[config.mk]
export PLATFORM = sky130hd
export DESIGN_NAME = dvi_tx_top
export DESIGN_NICKNAME = d
export VERILOG_FILES = /design/src/hw/dvi_pkg.sv /design/src/hw/dvi_tx_top.sv /design/src/hw/test_pattern_gen.sv /design/src/hw/tmds_encoder_bank.sv /design/src/hw/video_timing.sv
export SDC_FILE = /design/constraint.sdc
export NUM_CORES = 1
export LEC_CHECK = 0
export BUFFER_PORTS_ARGS = -buffer_cell sky130_fd_sc_hd__buf_4
export CAP_MARGIN = 10
export CORE_ASPECT_RATIO = 0.7
export CORE_MARGIN = 4
export CORE_UTILIZATION = 42
export CTS_CLUSTER_SIZE = 25
export DETAILED_ROUTE_END_ITERATION = 8
export PLACE_DENSITY = 0.55
export SETUP_SLACK_MARGIN = 0.5
export SYNTH_ARGS = -nofsm -noshare
export SYNTH_HDL_FRONTEND = slang
export SYNTH_HIERARCHICAL = 1
export SYNTH_SLANG_ARGS = --single-unit
[constraint.sdc]
create_clock -name i_clk_dvi_pix -period 10.5 [get_ports i_clk_dvi_pix]
set_input_delay 2.1 -clock i_clk_dvi_pix [delete_from_list [all_inputs] [get_ports i_clk_dvi_pix]]
set_output_delay 2.1 -clock i_clk_dvi_pix [all_outputs]
set_load 0.01 [all_outputs]
[src/hw/dvi_pkg.sv]
// Shared 640x480p60 timing constants and video types, imported by every DVI transmit module

`default_nettype none

package dvi_pkg;

	// --------------------------------------------------
	// Types

	typedef logic [10:0]        coord_t;     // h, v and frame counts
	typedef logic [7:0]         pixel_t;     // One colour component
	typedef logic [9:0]         tmds_sym_t;  // Parallel TMDS symbol, bit 0 sent first
	typedef logic signed [4:0]  disparity_t; // Running ones minus zeros

	// Phase order within a line, and within a frame in lines
	typedef enum logic [1:0] {
		PH_ACTIVE = 2'd0,
		PH_FRONT  = 2'd1,
		PH_SYNC   = 2'd2,
		PH_BACK   = 2'd3
	} timing_phase_t;

	// --------------------------------------------------
	// CEA-861D 640x480p 60 Hz

	// Horizontal, in pixels
	localparam coord_t H_ACTIVE = 11'd640;
	localparam coord_t H_FRONT  = 11'd16;
	localparam coord_t H_SYNC   = 11'd96;
	localparam coord_t H_BACK   = 11'd48;
	localparam coord_t H_TOTAL  = H_ACTIVE + H_FRONT + H_SYNC + H_BACK; // 800

	// Vertical, in lines
	localparam coord_t V_ACTIVE = 11'd480;
	localparam coord_t V_FRONT  = 11'd10;
	localparam coord_t V_SYNC   = 11'd2;
	localparam coord_t V_BACK   = 11'd33;
	localparam coord_t V_TOTAL  = V_ACTIVE + V_FRONT + V_SYNC + V_BACK; // 525

	// Both syncs are negative for this mode
	localparam logic SYNC_ACTIVE_LEVEL = 1'b0;

	// --------------------------------------------------
	// TMDS control symbols, indexed by {c1, c0}

	localparam tmds_sym_t CTRL_SYM_00 = 10'b1101010100;
	localparam tmds_sym_t CTRL_SYM_01 = 10'b0010101011;
	localparam tmds_sym_t CTRL_SYM_10 = 10'b0101010100;
	localparam tmds_sym_t CTRL_SYM_11 = 10'b1010101011;

endpackage

`default_nettype wire

[src/hw/dvi_tx_top.sv]
// DVI transmit top level, test pattern through 640x480p60 timing into parallel TMDS symbols

`default_nettype none

module dvi_tx_top (
	input  wire logic          i_clk_dvi_pix,
	input  wire logic          i_rst_n_dvi_pix,
	output dvi_pkg::tmds_sym_t o_tmds0,
	output dvi_pkg::tmds_sym_t o_tmds1,
	output dvi_pkg::tmds_sym_t o_tmds2
);

	import dvi_pkg::*;

	// --------------------------------------------------
	// Pixel path wiring

	logic   rgb_rdy;
	logic   de;
	logic   hsync;
	logic   vsync;
	pixel_t red;
	pixel_t green;
	pixel_t blue;

	test_pattern_gen u_pattern (
		.i_clk_dvi_pix   (i_clk_dvi_pix),
		.i_rst_n_dvi_pix (i_rst_n_dvi_pix),
		.i_rgb_rdy       (rgb_rdy),
		.o_red           (red),
		.o_green         (green),
		.o_blue          (blue)
	);

	video_timing u_timing (
		.i_clk_dvi_pix   (i_clk_dvi_pix),
		.i_rst_n_dvi_pix (i_rst_n_dvi_pix),
		.o_de            (de),
		.o_hsync         (hsync),
		.o_vsync         (vsync),
		.o_rgb_rdy       (rgb_rdy)
	);

	tmds_encoder_bank u_encoders (
		.i_clk_dvi_pix   (i_clk_dvi_pix),
		.i_rst_n_dvi_pix (i_rst_n_dvi_pix),
		.i_de            (de),
		.i_hsync         (hsync),
		.i_vsync         (vsync),
		.i_red           (red),
		.i_green         (green),
		.i_blue          (blue),
		.o_tmds0         (o_tmds0),  // Blue plus syncs
		.o_tmds1         (o_tmds1),
		.o_tmds2         (o_tmds2)
	);

endmodule

`default_nettype wire

[src/hw/test_pattern_gen.sv]
// Moving RGB test pattern source, pulled one pixel per cycle by the timing block's ready strobe

`default_nettype none

module test_pattern_gen (
	input  wire logic          i_clk_dvi_pix,
	input  wire logic          i_rst_n_dvi_pix,
	input  wire logic          i_rgb_rdy,
	output dvi_pkg::pixel_t    o_red,
	output dvi_pkg::pixel_t    o_green,
	output dvi_pkg::pixel_t    o_blue
);

	import dvi_pkg::*;

	coord_t h_ctr;     // Active pixel within line
	coord_t v_ctr;     // Active line within frame
	coord_t frame_ctr;
	coord_t red_sum;
	coord_t green_sum;

	// --------------------------------------------------
	// Counters advance only on consumed pixels

	always_ff @(posedge i_clk_dvi_pix or negedge i_rst_n_dvi_pix) begin
		if (!i_rst_n_dvi_pix) begin
			h_ctr     <= '0;
			v_ctr     <= '0;
			frame_ctr <= '0;
		end else if (i_rgb_rdy) begin
			if (h_ctr == H_ACTIVE - 1'b1) begin
				h_ctr <= '0;
				if (v_ctr == V_ACTIVE - 1'b1) begin
					v_ctr     <= '0;
					frame_ctr <= frame_ctr + 1'b1; // After last pixel of line 479
				end else begin
					v_ctr <= v_ctr + 1'b1;
				end
			end else begin
				h_ctr <= h_ctr + 1'b1;
			end
		end
	end

	// Pattern scrolls diagonally as the frame count rises
	assign red_sum   = h_ctr + frame_ctr;
	assign green_sum = v_ctr + frame_ctr;

	assign o_red   = pixel_t'(red_sum << 2);   // Keep low 8 bits of sum x 4
	assign o_green = pixel_t'(green_sum << 2);
	assign o_blue  = frame_ctr[7:0];

endmodule

`default_nettype wire

[src/hw/tmds_encoder_bank.sv]
// Three-channel TMDS 8b/10b encoder with DC balance, registered symbols for the DVI link

`default_nettype none

module tmds_encoder_bank (
	input  wire logic          i_clk_dvi_pix,
	input  wire logic          i_rst_n_dvi_pix,
	input  wire logic          i_de,
	input  wire logic          i_hsync,
	input  wire logic          i_vsync,
	input  dvi_pkg::pixel_t    i_red,
	input  dvi_pkg::pixel_t    i_green,
	input  dvi_pkg::pixel_t    i_blue,
	output dvi_pkg::tmds_sym_t o_tmds0,
	output dvi_pkg::tmds_sym_t o_tmds1,
	output dvi_pkg::tmds_sym_t o_tmds2
);

	import dvi_pkg::*;

	pixel_t     chan_d [3]; // Blue, green, red
	tmds_sym_t  sym_d  [3];
	tmds_sym_t  sym_q  [3];
	disparity_t disp_d [3];
	disparity_t disp_q [3];

	// --------------------------------------------------
	// 8b/10b data encoding

	function automatic tmds_sym_t tmds_encode(
		input  pixel_t     d,
		input  disparity_t disp_in,
		output disparity_t disp_out
	);
		logic [3:0] n1_d;
		logic [3:0] n1_q;
		logic [8:0] q_m;
		logic       use_xnor;
		disparity_t bal;
		tmds_sym_t  sym;

		// Transition minimisation
		n1_d     = 4'($countones(d));
		use_xnor = n1_d > 4'd4 || (n1_d == 4'd4 && !d[0]);
		q_m[0]   = d[0];
		for (int i = 1; i < 8; i++) begin
			q_m[i] = use_xnor ? ~(q_m[i-1] ^ d[i]) : (q_m[i-1] ^ d[i]);
		end
		q_m[8] = ~use_xnor;

		// Ones minus zeros of the minimised byte
		n1_q = 4'($countones(q_m[7:0]));
		bal  = (disparity_t'({1'b0, n1_q}) <<< 1) - disparity_t'(8);

		if (disp_in == 0 || bal == 0) begin
			sym      = {~q_m[8], q_m[8], (q_m[8] ? q_m[7:0] : ~q_m[7:0])};
			disp_out = q_m[8] ? disp_in + bal : disp_in - bal;
		end else if ((disp_in > 0 && bal > 0) || (disp_in < 0 && bal < 0)) begin
			sym      = {1'b1, q_m[8], ~q_m[7:0]}; // Invert to pull back towards zero
			disp_out = disp_in - bal + (q_m[8] ? disparity_t'(2) : disparity_t'(0));
		end else begin
			sym      = {1'b0, q_m[8], q_m[7:0]};
			disp_out = disp_in + bal - (q_m[8] ? disparity_t'(0) : disparity_t'(2));
		end
		return sym;
	endfunction

	function automatic tmds_sym_t ctrl_sym(input logic [1:0] c);
		case (c)
			2'b00:   ctrl_sym = CTRL_SYM_00;
			2'b01:   ctrl_sym = CTRL_SYM_01;
			2'b10:   ctrl_sym = CTRL_SYM_10;
			default: ctrl_sym = CTRL_SYM_11;
		endcase
	endfunction

	assign chan_d[0] = i_blue;
	assign chan_d[1] = i_green;
	assign chan_d[2] = i_red;

	always_comb begin
		for (int ch = 0; ch < 3; ch++) begin
			sym_d[ch] = tmds_encode(chan_d[ch], disp_q[ch], disp_d[ch]);
		end
	end

	// --------------------------------------------------
	// Output and disparity registers

	always_ff @(posedge i_clk_dvi_pix or negedge i_rst_n_dvi_pix) begin
		if (!i_rst_n_dvi_pix) begin
			sym_q[0] <= CTRL_SYM_11; // Syncs inactive
			sym_q[1] <= CTRL_SYM_00;
			sym_q[2] <= CTRL_SYM_00;
			for (int ch = 0; ch < 3; ch++) begin
				disp_q[ch] <= '0;
			end
		end else if (i_de) begin
			for (int ch = 0; ch < 3; ch++) begin
				sym_q[ch]  <= sym_d[ch];
				disp_q[ch] <= disp_d[ch];
			end
		end else begin
			sym_q[0] <= ctrl_sym({i_vsync, i_hsync}); // Syncs ride on blue only
			sym_q[1] <= CTRL_SYM_00;
			sym_q[2] <= CTRL_SYM_00;
			for (int ch = 0; ch < 3; ch++) begin
				disp_q[ch] <= '0;
			end
		end
	end

	assign o_tmds0 = sym_q[0];
	assign o_tmds1 = sym_q[1];
	assign o_tmds2 = sym_q[2];

	for (genvar ch = 0; ch < 3; ch++) begin : g_disp_chk
		a_disp_range: assert property (@(posedge i_clk_dvi_pix) disable iff (!i_rst_n_dvi_pix)
			disp_q[ch] <= 10 && disp_q[ch] >= -10);
	end

endmodule

`default_nettype wire

[src/hw/video_timing.sv]
// Timing master for 640x480p60, produces data enable, syncs and the pixel ready strobe per cycle

`default_nettype none

module video_timing (
	input  wire logic i_clk_dvi_pix,
	input  wire logic i_rst_n_dvi_pix,
	output logic      o_de,
	output logic      o_hsync,
	output logic      o_vsync,
	output logic      o_rgb_rdy
);

	import dvi_pkg::*;

	timing_phase_t h_phase;
	timing_phase_t v_phase;
	coord_t        h_ctr;    // Pixel within current horizontal phase
	coord_t        v_ctr;    // Line within current vertical phase
	logic          h_last;
	logic          v_last;
	logic          line_end;

	// Length of a phase, in pixels or in lines
	function automatic coord_t phase_len(input timing_phase_t ph, input logic vert);
		case (ph)
			PH_ACTIVE: phase_len = vert ? V_ACTIVE : H_ACTIVE;
			PH_FRONT:  phase_len = vert ? V_FRONT  : H_FRONT;
			PH_SYNC:   phase_len = vert ? V_SYNC   : H_SYNC;
			default:   phase_len = vert ? V_BACK   : H_BACK;
		endcase
	endfunction

	function automatic timing_phase_t next_phase(input timing_phase_t ph);
		case (ph)
			PH_ACTIVE: next_phase = PH_FRONT;
			PH_FRONT:  next_phase = PH_SYNC;
			PH_SYNC:   next_phase = PH_BACK;
			default:   next_phase = PH_ACTIVE;
		endcase
	endfunction

	assign h_last   = h_ctr == phase_len(h_phase, 1'b0) - 1'b1;
	assign v_last   = v_ctr == phase_len(v_phase, 1'b1) - 1'b1;
	assign line_end = h_last && h_phase == PH_BACK; // Last pixel of the back porch

	// --------------------------------------------------
	// Phase sequencers

	always_ff @(posedge i_clk_dvi_pix or negedge i_rst_n_dvi_pix) begin
		if (!i_rst_n_dvi_pix) begin
			h_phase <= PH_ACTIVE;
			h_ctr   <= '0;
			v_phase <= PH_ACTIVE;
			v_ctr   <= '0;
		end else begin
			if (h_last) begin
				h_phase <= next_phase(h_phase);
				h_ctr   <= '0;
			end else begin
				h_ctr <= h_ctr + 1'b1;
			end

			// Vertical steps once per line
			if (line_end) begin
				if (v_last) begin
					v_phase <= next_phase(v_phase);
					v_ctr   <= '0;
				end else begin
					v_ctr <= v_ctr + 1'b1;
				end
			end
		end
	end

	// --------------------------------------------------
	// Outputs straight from phase state

	assign o_de      = h_phase == PH_ACTIVE && v_phase == PH_ACTIVE;
	assign o_rgb_rdy = o_de; // Encoder takes a pixel every active cycle
	assign o_hsync   = (h_phase == PH_SYNC) ? SYNC_ACTIVE_LEVEL : ~SYNC_ACTIVE_LEVEL;
	assign o_vsync   = (v_phase == PH_SYNC) ? SYNC_ACTIVE_LEVEL : ~SYNC_ACTIVE_LEVEL;

	// Pixel pulls start only as a new line begins
	a_rdy_line_start: assert property (@(posedge i_clk_dvi_pix) disable iff (!i_rst_n_dvi_pix)
		$rose(o_rgb_rdy) |-> $past(line_end));

	// Sync pulse begins only after a front porch
	a_hsync_phase: assert property (@(posedge i_clk_dvi_pix) disable iff (!i_rst_n_dvi_pix)
		o_hsync == SYNC_ACTIVE_LEVEL |-> h_phase == PH_SYNC
			&& (h_ctr != '0 || $past(h_phase) == PH_FRONT));

	a_ctr_bound: assert property (@(posedge i_clk_dvi_pix) disable iff (!i_rst_n_dvi_pix)
		h_ctr < phase_len(h_phase, 1'b0) && v_ctr < phase_len(v_phase, 1'b1));

endmodule

`default_nettype wire

---- After elaboration in Yosys (flattened, before gate mapping) ----
Index checks and enable logic that the tools add are counted.
word-level totals
  bits of input ports ..................... 2
  word-level logic and storage cells ...... 235
  ROM bits ................................ 0
  flip-flop bits (word level) ............. 104
  bits in latches ......................... 0
  memory bits (writable) .................. 0
  memories kept ........................... 0
  output and inout port bits .............. 30
operators by class
  $add $sub $neg .......................... 60
  order comparisons ....................... 15
  div/mod/pow operators ................... 0
  reductions and logical operators ........ 31
  shifts and indexed selects .............. 0
  multipliers ............................. 0
  muxes and demuxes ....................... 58
  eq/ne operators ......................... 14
  bitwise gates (word level) .............. 44
operators with widths
  kind                   number
  $logic_not 32->1       6
  $mux 10                6
  $pmux 10 s3            2
  $add 4x4->4            14
  $add 11x1->11 const B  5
  $mux 5                 9
  $mux 11                4
  $add 1x1->2            20
  $add 5x5->5            6
  $gt 5x1->1 const B     6
  $lt 5x1->1 const B     6
  $mux 30                1
  $sub 5x5->5            6
  $pmux 9 s3             1
  $mux 8                 3
  $not 8->8              3
  $mux 1                 23
  $eq 11x11->1           2
  $not 1->1              22
  $xor 1x1->1            19
  $mux 15                1
  $sub 5x5->5 const B    3
  $add 6x6->6            2
  $eq 4x3->1 const B     3
  other kinds (16)       49

---- Logic depth before layout (Yosys ltp) ----
Gate-level depths: netlist of the first run.
  word-level depth ........................ 35
  depth in mapped cells ................... 33
  depth with buffers taken out ............ 32

---- Cells and area by module ----
The synthesis of the first run kept the hierarchy.
modules (own cells, without submodules)
  module             area an instance (um^2)  seq. area each (um^2)  instances  cells an instance
  tmds_encoder_bank  4,814.6                  1,071.0                1          478
  test_pattern_gen   1,948.1                  750.7                  1          187
  video_timing       1,634.1                  650.6                  1          165

---- Worst setup path after synthesis of the first run ----
OpenSTA, ideal clock, no wires.
  path kind ............................... register -> register
  from .................................... register u_pattern.frame_ctr[0]
  to ...................................... register u_encoders.sym_q, in the netlist u_encoders/o_tmds2[3]
  period minus slack after synthesis ...... 7,607 ps
  cell stages (with the launch flop) ...... 28
  setup time .............................. 78 ps
  data arrival time ....................... 7,529 ps
  setup slack ............................. 2,893 ps
  data required time ...................... 10,422 ps
  cells stage by stage .................... dfrtp_1 -> ha_1 -> fa_1 -> inv_1 -> fa_1 -> fa_1 -> fa_1 -> inv_1 -> ha_1 -> fa_1 -> inv_1 -> nor3_1 -> a21oi_4 -> inv_2 -> xnor2_1 -> fa_1 -> fa_1 -> inv_1 -> fa_1 -> ha_1 -> a21oi_1 -> xnor2_1 -> ha_1 -> ha_1 -> a31oi_4 -> xnor2_1 -> or3b_1 -> a21oi_1
on the way
  elaborated cells between the ends (all ways) .. 47
  those cells by class .................... add/sub (13); order compare (3); eq/ne (1); mux (11); bitwise (13); reduce/logical (6)
RTL lines
  item                                             line                      text
  from (decl)                                      test_pattern_gen.sv:18    coord_t frame_ctr;
  from (signal assigned)                           test_pattern_gen.sv:35    frame_ctr <= frame_ctr + 1'b1;
  $add 6x6->6 (*)                                  test_pattern_gen.sv:46    assign red_sum = h_ctr + frame_ctr;
  named net red[3]                                 dvi_tx_top.sv:22          pixel_t red;
  $add 1x1->2 (implied by the code)                tmds_encoder_bank.sv:43   n1_d = 4'($countones(d));
  $add 4x4->4 (implied by the code)                tmds_encoder_bank.sv:43
  $gt 4x3->1 / $eq 4x3->1 (equally long branches)  tmds_encoder_bank.sv:44   use_xnor = n1_d > 4'd4 || (n1_d == 4'd4 && !d[0]);
  $logic_or 1x1->1                                 tmds_encoder_bank.sv:44
  $mux 1                                           tmds_encoder_bank.sv:47   q_m[i] = use_xnor ? ~(q_m[i-1] ^ d[i]) : (q_m[i-1] ^ d[i]);
  $xor 1x1->1                                      tmds_encoder_bank.sv:47
  (+18 left out)                                   -
  $add 4x4->4 (implied by the code) (2 in series)  tmds_encoder_bank.sv:52   n1_q = 4'($countones(q_m[7:0]));
  $sub 5x5->5                                      tmds_encoder_bank.sv:53   bal = (disparity_t'({1'b0, n1_q}) <<< 1) - disparity_t'(8);
  $gt 5x1->1 / $lt 5x1->1 (equally long branches)  tmds_encoder_bank.sv:58   end else if ((disp_in > 0 && bal > 0) || (disp_in < 0 && bal < 0)) begin
  $logic_and 1x1->1                                tmds_encoder_bank.sv:58
  $logic_or 1x1->1                                 tmds_encoder_bank.sv:58
  $mux 10                                          tmds_encoder_bank.sv:58
  $mux 10 (*)                                      tmds_encoder_bank.sv:55   if (disp_in == 0 || bal == 0) begin
  $mux 30 (*)                                      tmds_encoder_bank.sv:98   end else if (i_de) begin
  to (signal, indexed assignment)                  tmds_encoder_bank.sv:100  sym_q[ch] <= sym_d[ch];
  to (decl)                                        tmds_encoder_bank.sv:23   tmds_sym_t sym_q [3];
Mark *: on every way through the listed nets, which the timed path passes. The rest lies on a longest branch.
A chain may end at the register's enable or synchronous reset.

---- Worst setup path in the final report of the first run ----
  from .................................... register u_pattern.frame_ctr[0]
  to ...................................... register u_encoders.sym_q, in the netlist u_encoders/o_tmds1[7]
on the way
  elaborated cells between the ends (all ways) .. 47
  those cells by class .................... add/sub (13); order compare (3); eq/ne (1); mux (11); bitwise (13); reduce/logical (6)
RTL lines
  item                                             line                     text
  $add 6x6->6 (*)                                  test_pattern_gen.sv:47   assign green_sum = v_ctr + frame_ctr;
  named net green[3]                               dvi_tx_top.sv:23         pixel_t green;
  $add 1x1->2 (implied by the code)                tmds_encoder_bank.sv:43
  $add 4x4->4 (implied by the code)                tmds_encoder_bank.sv:43
  $gt 4x3->1 / $eq 4x3->1 (equally long branches)  tmds_encoder_bank.sv:44
  $logic_or 1x1->1                                 tmds_encoder_bank.sv:44
  $mux 1                                           tmds_encoder_bank.sv:47
  $xor 1x1->1                                      tmds_encoder_bank.sv:47
  (+18 left out)                                   -
  $add 4x4->4 (implied by the code) (2 in series)  tmds_encoder_bank.sv:52
  $sub 5x5->5                                      tmds_encoder_bank.sv:53
  $gt 5x1->1 / $lt 5x1->1 (equally long branches)  tmds_encoder_bank.sv:58
  $logic_and 1x1->1                                tmds_encoder_bank.sv:58
  $logic_or 1x1->1                                 tmds_encoder_bank.sv:58
  $mux 10                                          tmds_encoder_bank.sv:58
  $mux 10 (*)                                      tmds_encoder_bank.sv:55
  $mux 30 (*)                                      tmds_encoder_bank.sv:98
Marks and branches as above.

==> flow_summary.toml, run 1 <==
[outcome]
status = "complete, no violations"

[critical_path]
cp.required_ns = 10.78
cp-end-kind = "flop"
critPathMaxFanout = 13
cp_slowest_cell = "o22ai_1"
slowest_delay_ns = 0.78
r2r-end = "u_encoders/o_tmds1[7]"
reg2regPathDepth = 28
ff2ff_setup_slack_ns = 1.69
critPathKind = "reg -> reg"
arrival_ns = 9.08
reg2reg_from = "u_pattern/frame_ctr[0]"
start_kind = "flop"
crit_top_cell = "fa_1"

[synthesis]
yosys.area_share.simple_pct = 15.2
async_flop_share_pct = 100
syn_inst = 830
synth-warning-count = 6
synth_top_cell_by_area = "dfrtp_1"
synth_xor_area_share_pct = 14.5
synth.distinct_cells = 83
synthTopCellsByArea = "dfrtp_1, ha_1, fa_1"
synthFlopType = "dfrtp_1"
synth_common_cells = "ha_1, dfrtp_1, inv_1"
synth_area_per_cell_um2 = 10.1
synth_seq_cells = 98
synthMuxAreaShare_pct = 3.10
synth_top_family_by_area = "adder cells"
synth_top_area_share_pct = 24.4
ys_seq_area_share_pct = 29.4
yosysMostFrequentCell = "ha_1"
synth_area_mm2 = 0.00840
synth_compound_area_share_pct = 11.5
synthAdderAreaFrac_pct = 20.7
synth_edf_count = 0

[floorplanning]
core_area_mm2 = 0.0193
start_util_pct = 43.5
num_rows = 42
die_h_um = 126
die_w_um = 177
die_area_mm2 = 0.0224
ios = 32

[route]
drc = 0
finalWirelength_um = 17400
drtPass1Iterations = 4
first_iter_violations = 319
ant_nets = 0
routedWlPerCell_um = 15.5
detailroute.via_count = 5800
viasPerCell = 5.17

[clock_tree]
cts_setup_buffers = 0
cts_sinks = 98
cts_tree = "built"
numCtsBuffers = 9
path_clk_slew_ns = 0.08
cts.repair.resized = 0
htreeDepth = 3
clockBufferDepth = 2
hold_buffers = 0
root_buffer = "clkbuf_16"
worstSkewPairLatency_ns = 0.36

[cells_and_area]
antenna_cells = 0
nFillCells = 1783
seq_area_mm2 = 0.00247
multi_input_area_mm2 = 0.00548
drive_above_1_share_pct = 13.8
fin_nets = 975
area_delta_synth_final_pct = 8.76
finalNonFillerCells = 1121
finish.instance_area_mm2 = 0.00913

[global_route]
overflow = 0
grt_max_degree = 62
grt_pass1_wl_um = 29800
grt_pass1_vias = 5878
antenna_found_initial = 0
grt_usage_pct = 16.2

[placed_design]
hpwl_um = 13500
port-buffer-count = 31
placed_area_mm2 = 0.00883
pre_cts_ws_ns = 1.69
dp_cells = 1105
gp_congestion = 0.871

[sta]
final-hold-violation-count = 0
rsz0062_at_grt = "no"
max_slew_margin_pct = 35.2
finClkSkew_ns = 0.0102
fin_setup_tns_ns = 0
tightest_slew_ns = 0.972
max_freq_mhz = 114
fin_ws_ns = 1.69
finalSetupViolCount = 0
min_period_ns = 8.81
slew_violations = 0
fin_crit_sh_pct = 83.9
whs_ns = 0.463

[power]
pwr_density_cell_mw_per_mm2 = 282
leakagePower_nw = 4.42
ir_drop_v = 0.000175

[worst_hold_path]
whs_path_depth = 1
holdPathEnd = "u_timing/h_ctr[0]"
hold_path.startpoint = "u_timing/h_ctr[0]"
hold_class = "reg -> reg"

[job]
max_cap_violations = 0
[per-layer routing]
metal	wire length (um)	track usage (%)
met1	8980	23.7
met2	7730	25.2
met3	582	3.00
met5	0	0
met4	124	3.50
[report_power, final]
group	internal (mW)	switching, mW
combinational	0.816	0.910
clock	0.187	0.158
sequential	0.467	0.0332
total	1.47	1.10
[through the flow]
| step | power (mW) | utilization, % |
|---|---|---|
| after global placement | 2.18 | 45.8 |
| final | 2.57 | 47.4 |
| after global routing | 2.82 | 47.4 |
| after CTS | 2.60 | 47.4 |
| after floorplan | 1.86 | - |
| after detailed placement | 2.24 | 45.8 |
[registers in the layout, indices dropped and copies added (netlist names)]
signal / count
u_pattern/frame_ctr: 8
u_encoders/disp_q: 12
u_encoders/o_tmds2: 10
u_encoders/o_tmds1: 10
u_pattern/h_ctr: 11
u_timing/v_ctr: 11
u_encoders/o_tmds0: 10
u_timing/h_phase: 2
u_pattern/v_ctr: 11
u_timing/v_phase: 2
u_timing/h_ctr: 11
[layout by cell type, fill, tap and decap left out, types with 25 or more instances in the layout]
cell type,netlist,final
ha_1,91,91
dfrtp_1,82,82
inv_1,78,78
xnor2_1,68,68
nand2_1,44,44
xor2_1,42,42
nor2_1,42,42
buf_4,7,34
a21oi_1,34,34
fa_1,30,30
o21ai_0,25,25
nand3_1,25,25
[logic make-up (layout without fill, tap and decap cells)]
logic type / after synthesis / in the layout
simple gates: 222 / 222
compound gates: 137 / 137
xor+xnor: 123 / 123
fa+ha+maj: 121 / 121
buf+inv: 106 / 130
flops: 98 / 98
mux: 22 / 22
other cells: 1 / 4
[worst max-delay path, delay by kind of cell (launching register included)]
family | cells | cell delay, ns
buf+inv | 6 | 0.43
compound gates | 4 | 1.52
mux | 2 | 0.78
fa+ha+maj | 12 | 4.63
simple gates | 1 | 0.13
xor+xnor | 3 | 0.63
flops | 1 | 0.60
[layout make-up]
cell class	count	share of cell area (%)
well taps	264	3.62
clock inverters	7	0.808
clock buffers	9	2.47
repair buffers	34	2.79
flip-flops and latches	98	27.1
inverters	80	3.29
multi-input cells	629	60.0
[worst max-delay path by stage]
stage	slack, ns	cells past startpoint	start	end
floorplan	2.89	27	u_pattern/frame_ctr[0]	u_encoders/o_tmds2[3]
global placement	2.05	28	u_pattern/frame_ctr[0]	u_encoders/o_tmds1[7]
detailed placement	1.69	28	u_pattern/frame_ctr[0]	u_encoders/o_tmds1[7]
CTS	1.64	28	u_pattern/frame_ctr[0]	u_encoders/o_tmds1[7]
global route	1.08	30	u_pattern/frame_ctr[0]	u_encoders/o_tmds1[7]
finish	1.69	28	u_pattern/frame_ctr[0]	u_encoders/o_tmds1[7]
No activity file was read; power rests on OpenSTA's default activity.
==> run 2, diff against run 1 <==
Settings changed: PLACE_DENSITY 0.55 to 0.57.
Clock period 10.5 ns to 7.2 ns, I/O delays scaled along.
==> run 2 against run 1 <==
  * The run now ends with setup timing left
  * Core utilization up 7.8 points
  * Via count is 8.9% higher
  * First-iteration DRC count fell by 18%
  * Sequential share of layout area decreased by 3.8 points
  * Critical path type unchanged
  * Critical endpoint is now u_encoders/disp_q[3]
==> flow_summary.toml, run 2 (synthesis gave the netlist of run 1 again) <==
[outcome]
violations = "setup timing"
status = "finished with violations"

[power]
p_sw_share_pct = 41.2
p_clk_share_pct = 10.2
cellInternalPower_mw = 2.88
p_total_mw = 4.89
p_comb_share_pct = 74.7
p_switching_mw = 2.02
power.share.sequential_pct = 15.1
leakagePower_nw = 5.00
pwr_density_cell_mw_per_mm2 = 460
ir_drop_v = 0.000420

[critical_path]
cp.required_ns = 7.48
cp-end-kind = "flop"
cp-endpoint = "u_encoders/disp_q[3]"
cp_num_buf_inv = 27
ff2ff_setup_slack_ns = -0.10
critPathMaxFanout = 5
crit_top_cell = "buf_4"
cp_slowest_cell = "fa_1"
start_kind = "flop"
slowest_delay_ns = 0.50
crit_start = "u_pattern/frame_ctr[0]"
r2r-end = "u_encoders/disp_q[3]"
cp.depth = 42
critPathKind = "reg -> reg"
reg2reg_from = "u_pattern/frame_ctr[0]"
arrival_ns = 7.58
reg2regPathDepth = 42
critPathTopFamily = "buffers and inverters"

[sta]
max_slew_margin_pct = 42.6
slew_violations = 0
final-hold-violation-count = 0
min_period_ns = 7.30
max_freq_mhz = 137
rsz0062_at_grt = "yes"
whs_ns = 0.460
fin_crit_sh_pct = 101
tightest_slew_ns = 0.854
fin_ws_ns = -0.102
finalSetupViolCount = 11
finClkSkew_ns = 0.0146

[global_route]
antenna_found_initial = 0
grt_pass1_vias = 6494
grt_max_degree = 56
grt_pass1_wl_um = 32700
overflow = 0
grt_usage_pct = 17.8

[route]
routed-wl-met3_um = 577
drc = 0
wl_met1_um = 9770
routedWlPerCell_um = 16.2
viasPerCell = 5.21
ant_nets = 0
drtPass1Iterations = 5
dr.max_layer_used = "met4"
finalWirelength_um = 19700
first_iter_violations = 260
detailroute.via_count = 6315
routed-wl-met2_um = 9100

[floorplanning]
die_area_mm2 = 0.0224
core_area_mm2 = 0.0193
die_w_um = 177
ios = 32
die_h_um = 126
num_rows = 42
start_util_pct = 43.5

[job]
max_cap_violations = 0

[cells_and_area]
largest_reg_flops = 12
area_delta_synth_final_pct = 26.7
drive_above_1_share_pct = 33.3
fin_nets = 1066
antenna_cells = 0
final_common_cell = "buf_4"
nFillCells = 1634
final_cell_mix = "buf_4, dfrtp_1, inv_1, ha_1, xnor2_1"
top_register = "u_encoders/disp_q"
final_util_pct = 55.2

[clock_tree]
worstSkewPairLatency_ns = 0.36
htreeDepth = 3
hold_buffers = 0
root_buffer = "clkbuf_16"
clockBufferDepth = 2
cts_tree = "built"
numCtsBuffers = 9
cts_sinks = 98
path_clk_slew_ns = 0.09

[worst_hold_path]
hold_path.startpoint = "u_timing/h_ctr[0]"
hold_class = "reg -> reg"

[placed_design]
gp_congestion = 0.856
port-buffer-count = 31
hpwl_um = 14300
-- run 2: area by class of cell --
| type | instances | area [um^2] | share of cell area (%) |
|---|---|---|---|
| Inverter | 80 | 305 | 2.87 |
| Sequential cell | 98 | 2480 | 23.3 |
| Multi-Input combinational cell | 629 | 6200 | 58.3 |
| Clock inverter | 7 | 80.1 | 0.753 |
| Timing Repair Buffer | 125 | 1020 | 9.57 |
| Clock buffer | 9 | 225 | 2.12 |
| Tap cell | 264 | 330 | 3.10 |
-- run 2: per-layer routing --
| layer | vias up | track usage [%] |
|---|---|---|
| met1 | 3139 | 25.8 |
| li1 | 3064 | - |
| met3 | 20 | 3.42 |
| met4 | 0 | 3.82 |
| met2 | 92 | 27.9 |
| met5 | - | 0 |
-- run 2: worst reg2reg max path, delay by kind of cell, from the launching register on --
kind	cells	cell delay, ns
compound gates	2	0.33
xor+xnor	1	0.12
fa+ha+maj	9	2.93
buf+inv	27	3.11
flops	1	0.41
mux	2	0.28
simple gates	1	0.05
-- run 2: worst min-delay path by stage --
| stage | endpoint | slack, ns | cells after the start |
|---|---|---|---|
| 2_1_floorplan | u_timing/h_ctr[0] | 0.43 | 1 |
| 3_3_place_gp | u_timing/h_ctr[0] | 0.44 | 1 |
| 3_5_place_dp | u_timing/h_ctr[0] | 0.45 | 1 |
| 4_1_cts | u_timing/h_ctr[0] | 0.46 | 1 |
| 5_1_grt | u_timing/h_ctr[0] | 0.48 | 1 |
| 6_report | u_timing/h_ctr[0] | 0.46 | 1 |
-- run 2: what timing repair did --
action | in CTS | in global routing
setup endpoints to repair | 38 | 39
gates resized for setup | 54 | 33
pin swaps | 38 | 31
setup buffers | 42 | 15
-- run 2: power groups by stage --
| stage | Combinational, mW | Sequential, mW | Clock [mW] |
|---|---|---|---|
| after floorplan | 2.29 | 0.760 | 0 |
| after global placement | 2.93 | 0.745 | 0 |
| after detailed placement | 3.03 | 0.743 | 0 |
| after CTS | 3.47 | 0.737 | 0.517 |
| after global routing | 3.98 | 0.744 | 0.543 |
| final | 3.65 | 0.737 | 0.500 |
-- run 2: through the flow --
step           cells  setup slack (ns)  setup TNS (ns)  instance area (um^2)
2_1_floorplan    833           -0.0483         -0.0571                  8790
3_3_place_gp    1139           -0.0301         -0.0301                  9450
3_5_place_dp    1139            -0.138           -1.06                  9450
4_1_cts         1197           -0.0641          -0.239                 10400
5_1_grt         1212            -0.350           -5.32                 10600
6_report        1212            -0.102          -0.555                 10600
==> run 3, diff against run 2 <==
Settings changed: ABC_CLOCK_PERIOD_IN_PS set to 7200, RECOVER_POWER set to 50.
==> run 3 against run 2 <==
  * The run ends with capacitance limit, slew limit, setup timing left
  * Worst hold slack improved by 0.0030 ns
  * Global-route usage did not move
  * Clock skew barely moved
  * Highest routed layer unchanged
  * Power fell by 0.72%
  * Sequential share of layout area rose by 0.18 points
  * Maximum frequency barely moved
  * Clock power barely moved
  * Largest cell class unchanged
  * Design area fell by 0.78%
  * First-iteration DRC count rose by 21%
  * Largest power group unchanged
  * Critical endpoint unchanged
  * Via count fell by 0.51%
  * Routed wire length barely moved
==> flow_summary.toml, run 3 (synthesis gave the netlist of run 1 again) <==
[outcome]
status = "finished with violations"
violations = "capacitance limit, slew limit, setup timing"

[placed_design]
dp_cells = 1139
gp_congestion = 0.856
hpwl_um = 14300
pre_cts_ws_ns = -0.138
port-buffer-count = 31

[global_route]
overflow = 0
grt_pass1_wl_um = 32700
grt_pass1_vias = 6494
grt_usage_pct = 17.8
antenna_found_initial = 0
grt_max_degree = 56

[route]
ant_nets = 0
detailroute.via_count = 6283
viasPerCell = 5.18
drtPass1Iterations = 5
routedWlPerCell_um = 16.2
first_iter_violations = 314
finalWirelength_um = 19700
drc = 0

[clock_tree]
worstSkewPairLatency_ns = 0.36
clockBufferDepth = 2
numCtsBuffers = 9
hold_buffers = 0
root_buffer = "clkbuf_16"
htreeDepth = 3
path_clk_slew_ns = 0.09
cts_sinks = 98
cts_tree = "built"

[floorplanning]
ios = 32
start_util_pct = 43.5
die_area_mm2 = 0.0224
num_rows = 42
die_h_um = 126
core_area_mm2 = 0.0193
die_w_um = 177

[cells_and_area]
final_common_cell = "buf_4"
final_cell_mix = "buf_4, dfrtp_1, inv_1, ha_1, xnor2_1"
antenna_cells = 0
top_register = "u_encoders/disp_q"
finalNonFillerCells = 1212
area_delta_synth_final_pct = 25.7
drive_above_1_share_pct = 31.1
fin_nets = 1066
largest_reg_flops = 12

[critical_path]
slowest_delay_ns = 0.60
critPathTopFamily = "adder cells"
critPathKind = "reg -> reg"
cp_num_buf_inv = 7
crit_top_cell = "fa_1"
cp-end-kind = "flop"
start_kind = "flop"
cp_slowest_cell = "fa_2"
arrival_ns = 7.58
critPathMaxFanout = 12
cp.required_ns = 7.48

[power]
p_sw_share_pct = 41.3
p_total_mw = 4.86
power.share.sequential_pct = 15.1
leakagePower_nw = 4.93
cellInternalPower_mw = 2.85
ir_drop_v = 0.000414
p_switching_mw = 2.01
pwr_density_cell_mw_per_mm2 = 460
p_comb_share_pct = 74.6
p_clk_share_pct = 10.3

[sta]
rsz0062_at_grt = "yes"
slew_violations = 101
min_period_ns = 7.30
tightest_slew_ns = 3.03
final-hold-violation-count = 0
fin_ws_ns = -0.101
max_freq_mhz = 137
finalSetupViolCount = 11
max_slew_margin_pct = -102
fin_crit_sh_pct = 101
fin_setup_tns_ns = -0.568
finClkSkew_ns = 0.0144

[job]
max_cap_violations = 2

[worst_hold_path]
hold_class = "reg -> reg"
-- run 3: cell count changes in the layout (fill, tap and decap cells not counted) --
cell	change
a2111oi_2	-1
and2_0	+3
clkbuf_1	+19
a2111oi_0	+1
nand3_1	+1
nand3_2	-1
and2_1	-3
buf_4	-19
-- run 3: repair_timing --
item                                    4_1_cts  5_1_grt
pin swaps                                    38       31
endpoints found under the setup margin       38       39
gates resized for setup                      54       33
buffers inserted                             42       15
-- run 3: final timing paths --
path	slack, ns	startpoint	cells past startpoint	to
min	0.46	u_timing/h_ctr[0]	1	u_timing/h_ctr[0]
max	-0.10	u_pattern/frame_ctr[0]	29	u_encoders/disp_q[3]
min reg2reg	0.46	u_timing/h_ctr[0]	1	u_timing/h_ctr[0]
min in group asynchronous	1.85	i_rst_n_dvi_pix	1	u_encoders/disp_q[11]
max in group asynchronous	1.28	i_rst_n_dvi_pix	2	u_pattern/frame_ctr[0]
max reg2reg	-0.10	u_pattern/frame_ctr[0]	29	u_encoders/disp_q[3]
-- run 3: layout make-up --
class / instances / area (um^2)
fill: 1660 / 8730
inverter: 80 / 305
timing repair buffer: 125 / 947
sequential: 98 / 2480
clock inverter: 7 / 80.1
tap: 264 / 330
clock buffer: 9 / 225
multi-input combinational: 629 / 6190
-- run 3: worst register-to-register path: cells and delay by family (launching register included) --
family          cells  cell delay (ns)
xor+xnor            2             0.30
fa+ha+maj          12             4.52
compound gates      5             0.91
flops               1             0.41
simple gates        2             0.18
buf+inv             7             0.71
mux                 1             0.20
-- run 3: stage by stage --
| stage | utilization [%] | hold slack, ns | area, um^2 |
|---|---|---|---|
| after floorplan | - | 0.425 | 8790 |
| after global placement | 49.0 | 0.437 | 9450 |
| after detailed placement | 49.0 | 0.448 | 9450 |
| after CTS | 53.9 | 0.459 | 10400 |
| after global routing | 54.7 | 0.480 | 10600 |
| final | 54.7 | 0.463 | 10600 |
-- run 3: power by group through the flow --
stage                     sequential [mW]  combinational (mW)  clock, mW
after floorplan                     0.760                2.29          0
after global placement              0.745                2.93          0
after detailed placement            0.743                3.03          0
after CTS                           0.737                3.47      0.517
after global routing                0.743                3.95      0.543
final                               0.735                3.62      0.500
-- run 3: routing by layer --
metal | routed length (um) | vias to the layer above | global-route usage, %
li1 | - | 3057 | -
met5 | 0 | - | 0
met4 | 240 | 0 | 3.82
met2 | 9080 | 92 | 27.9
met3 | 533 | 20 | 3.42
met1 | 9820 | 3114 | 25.8
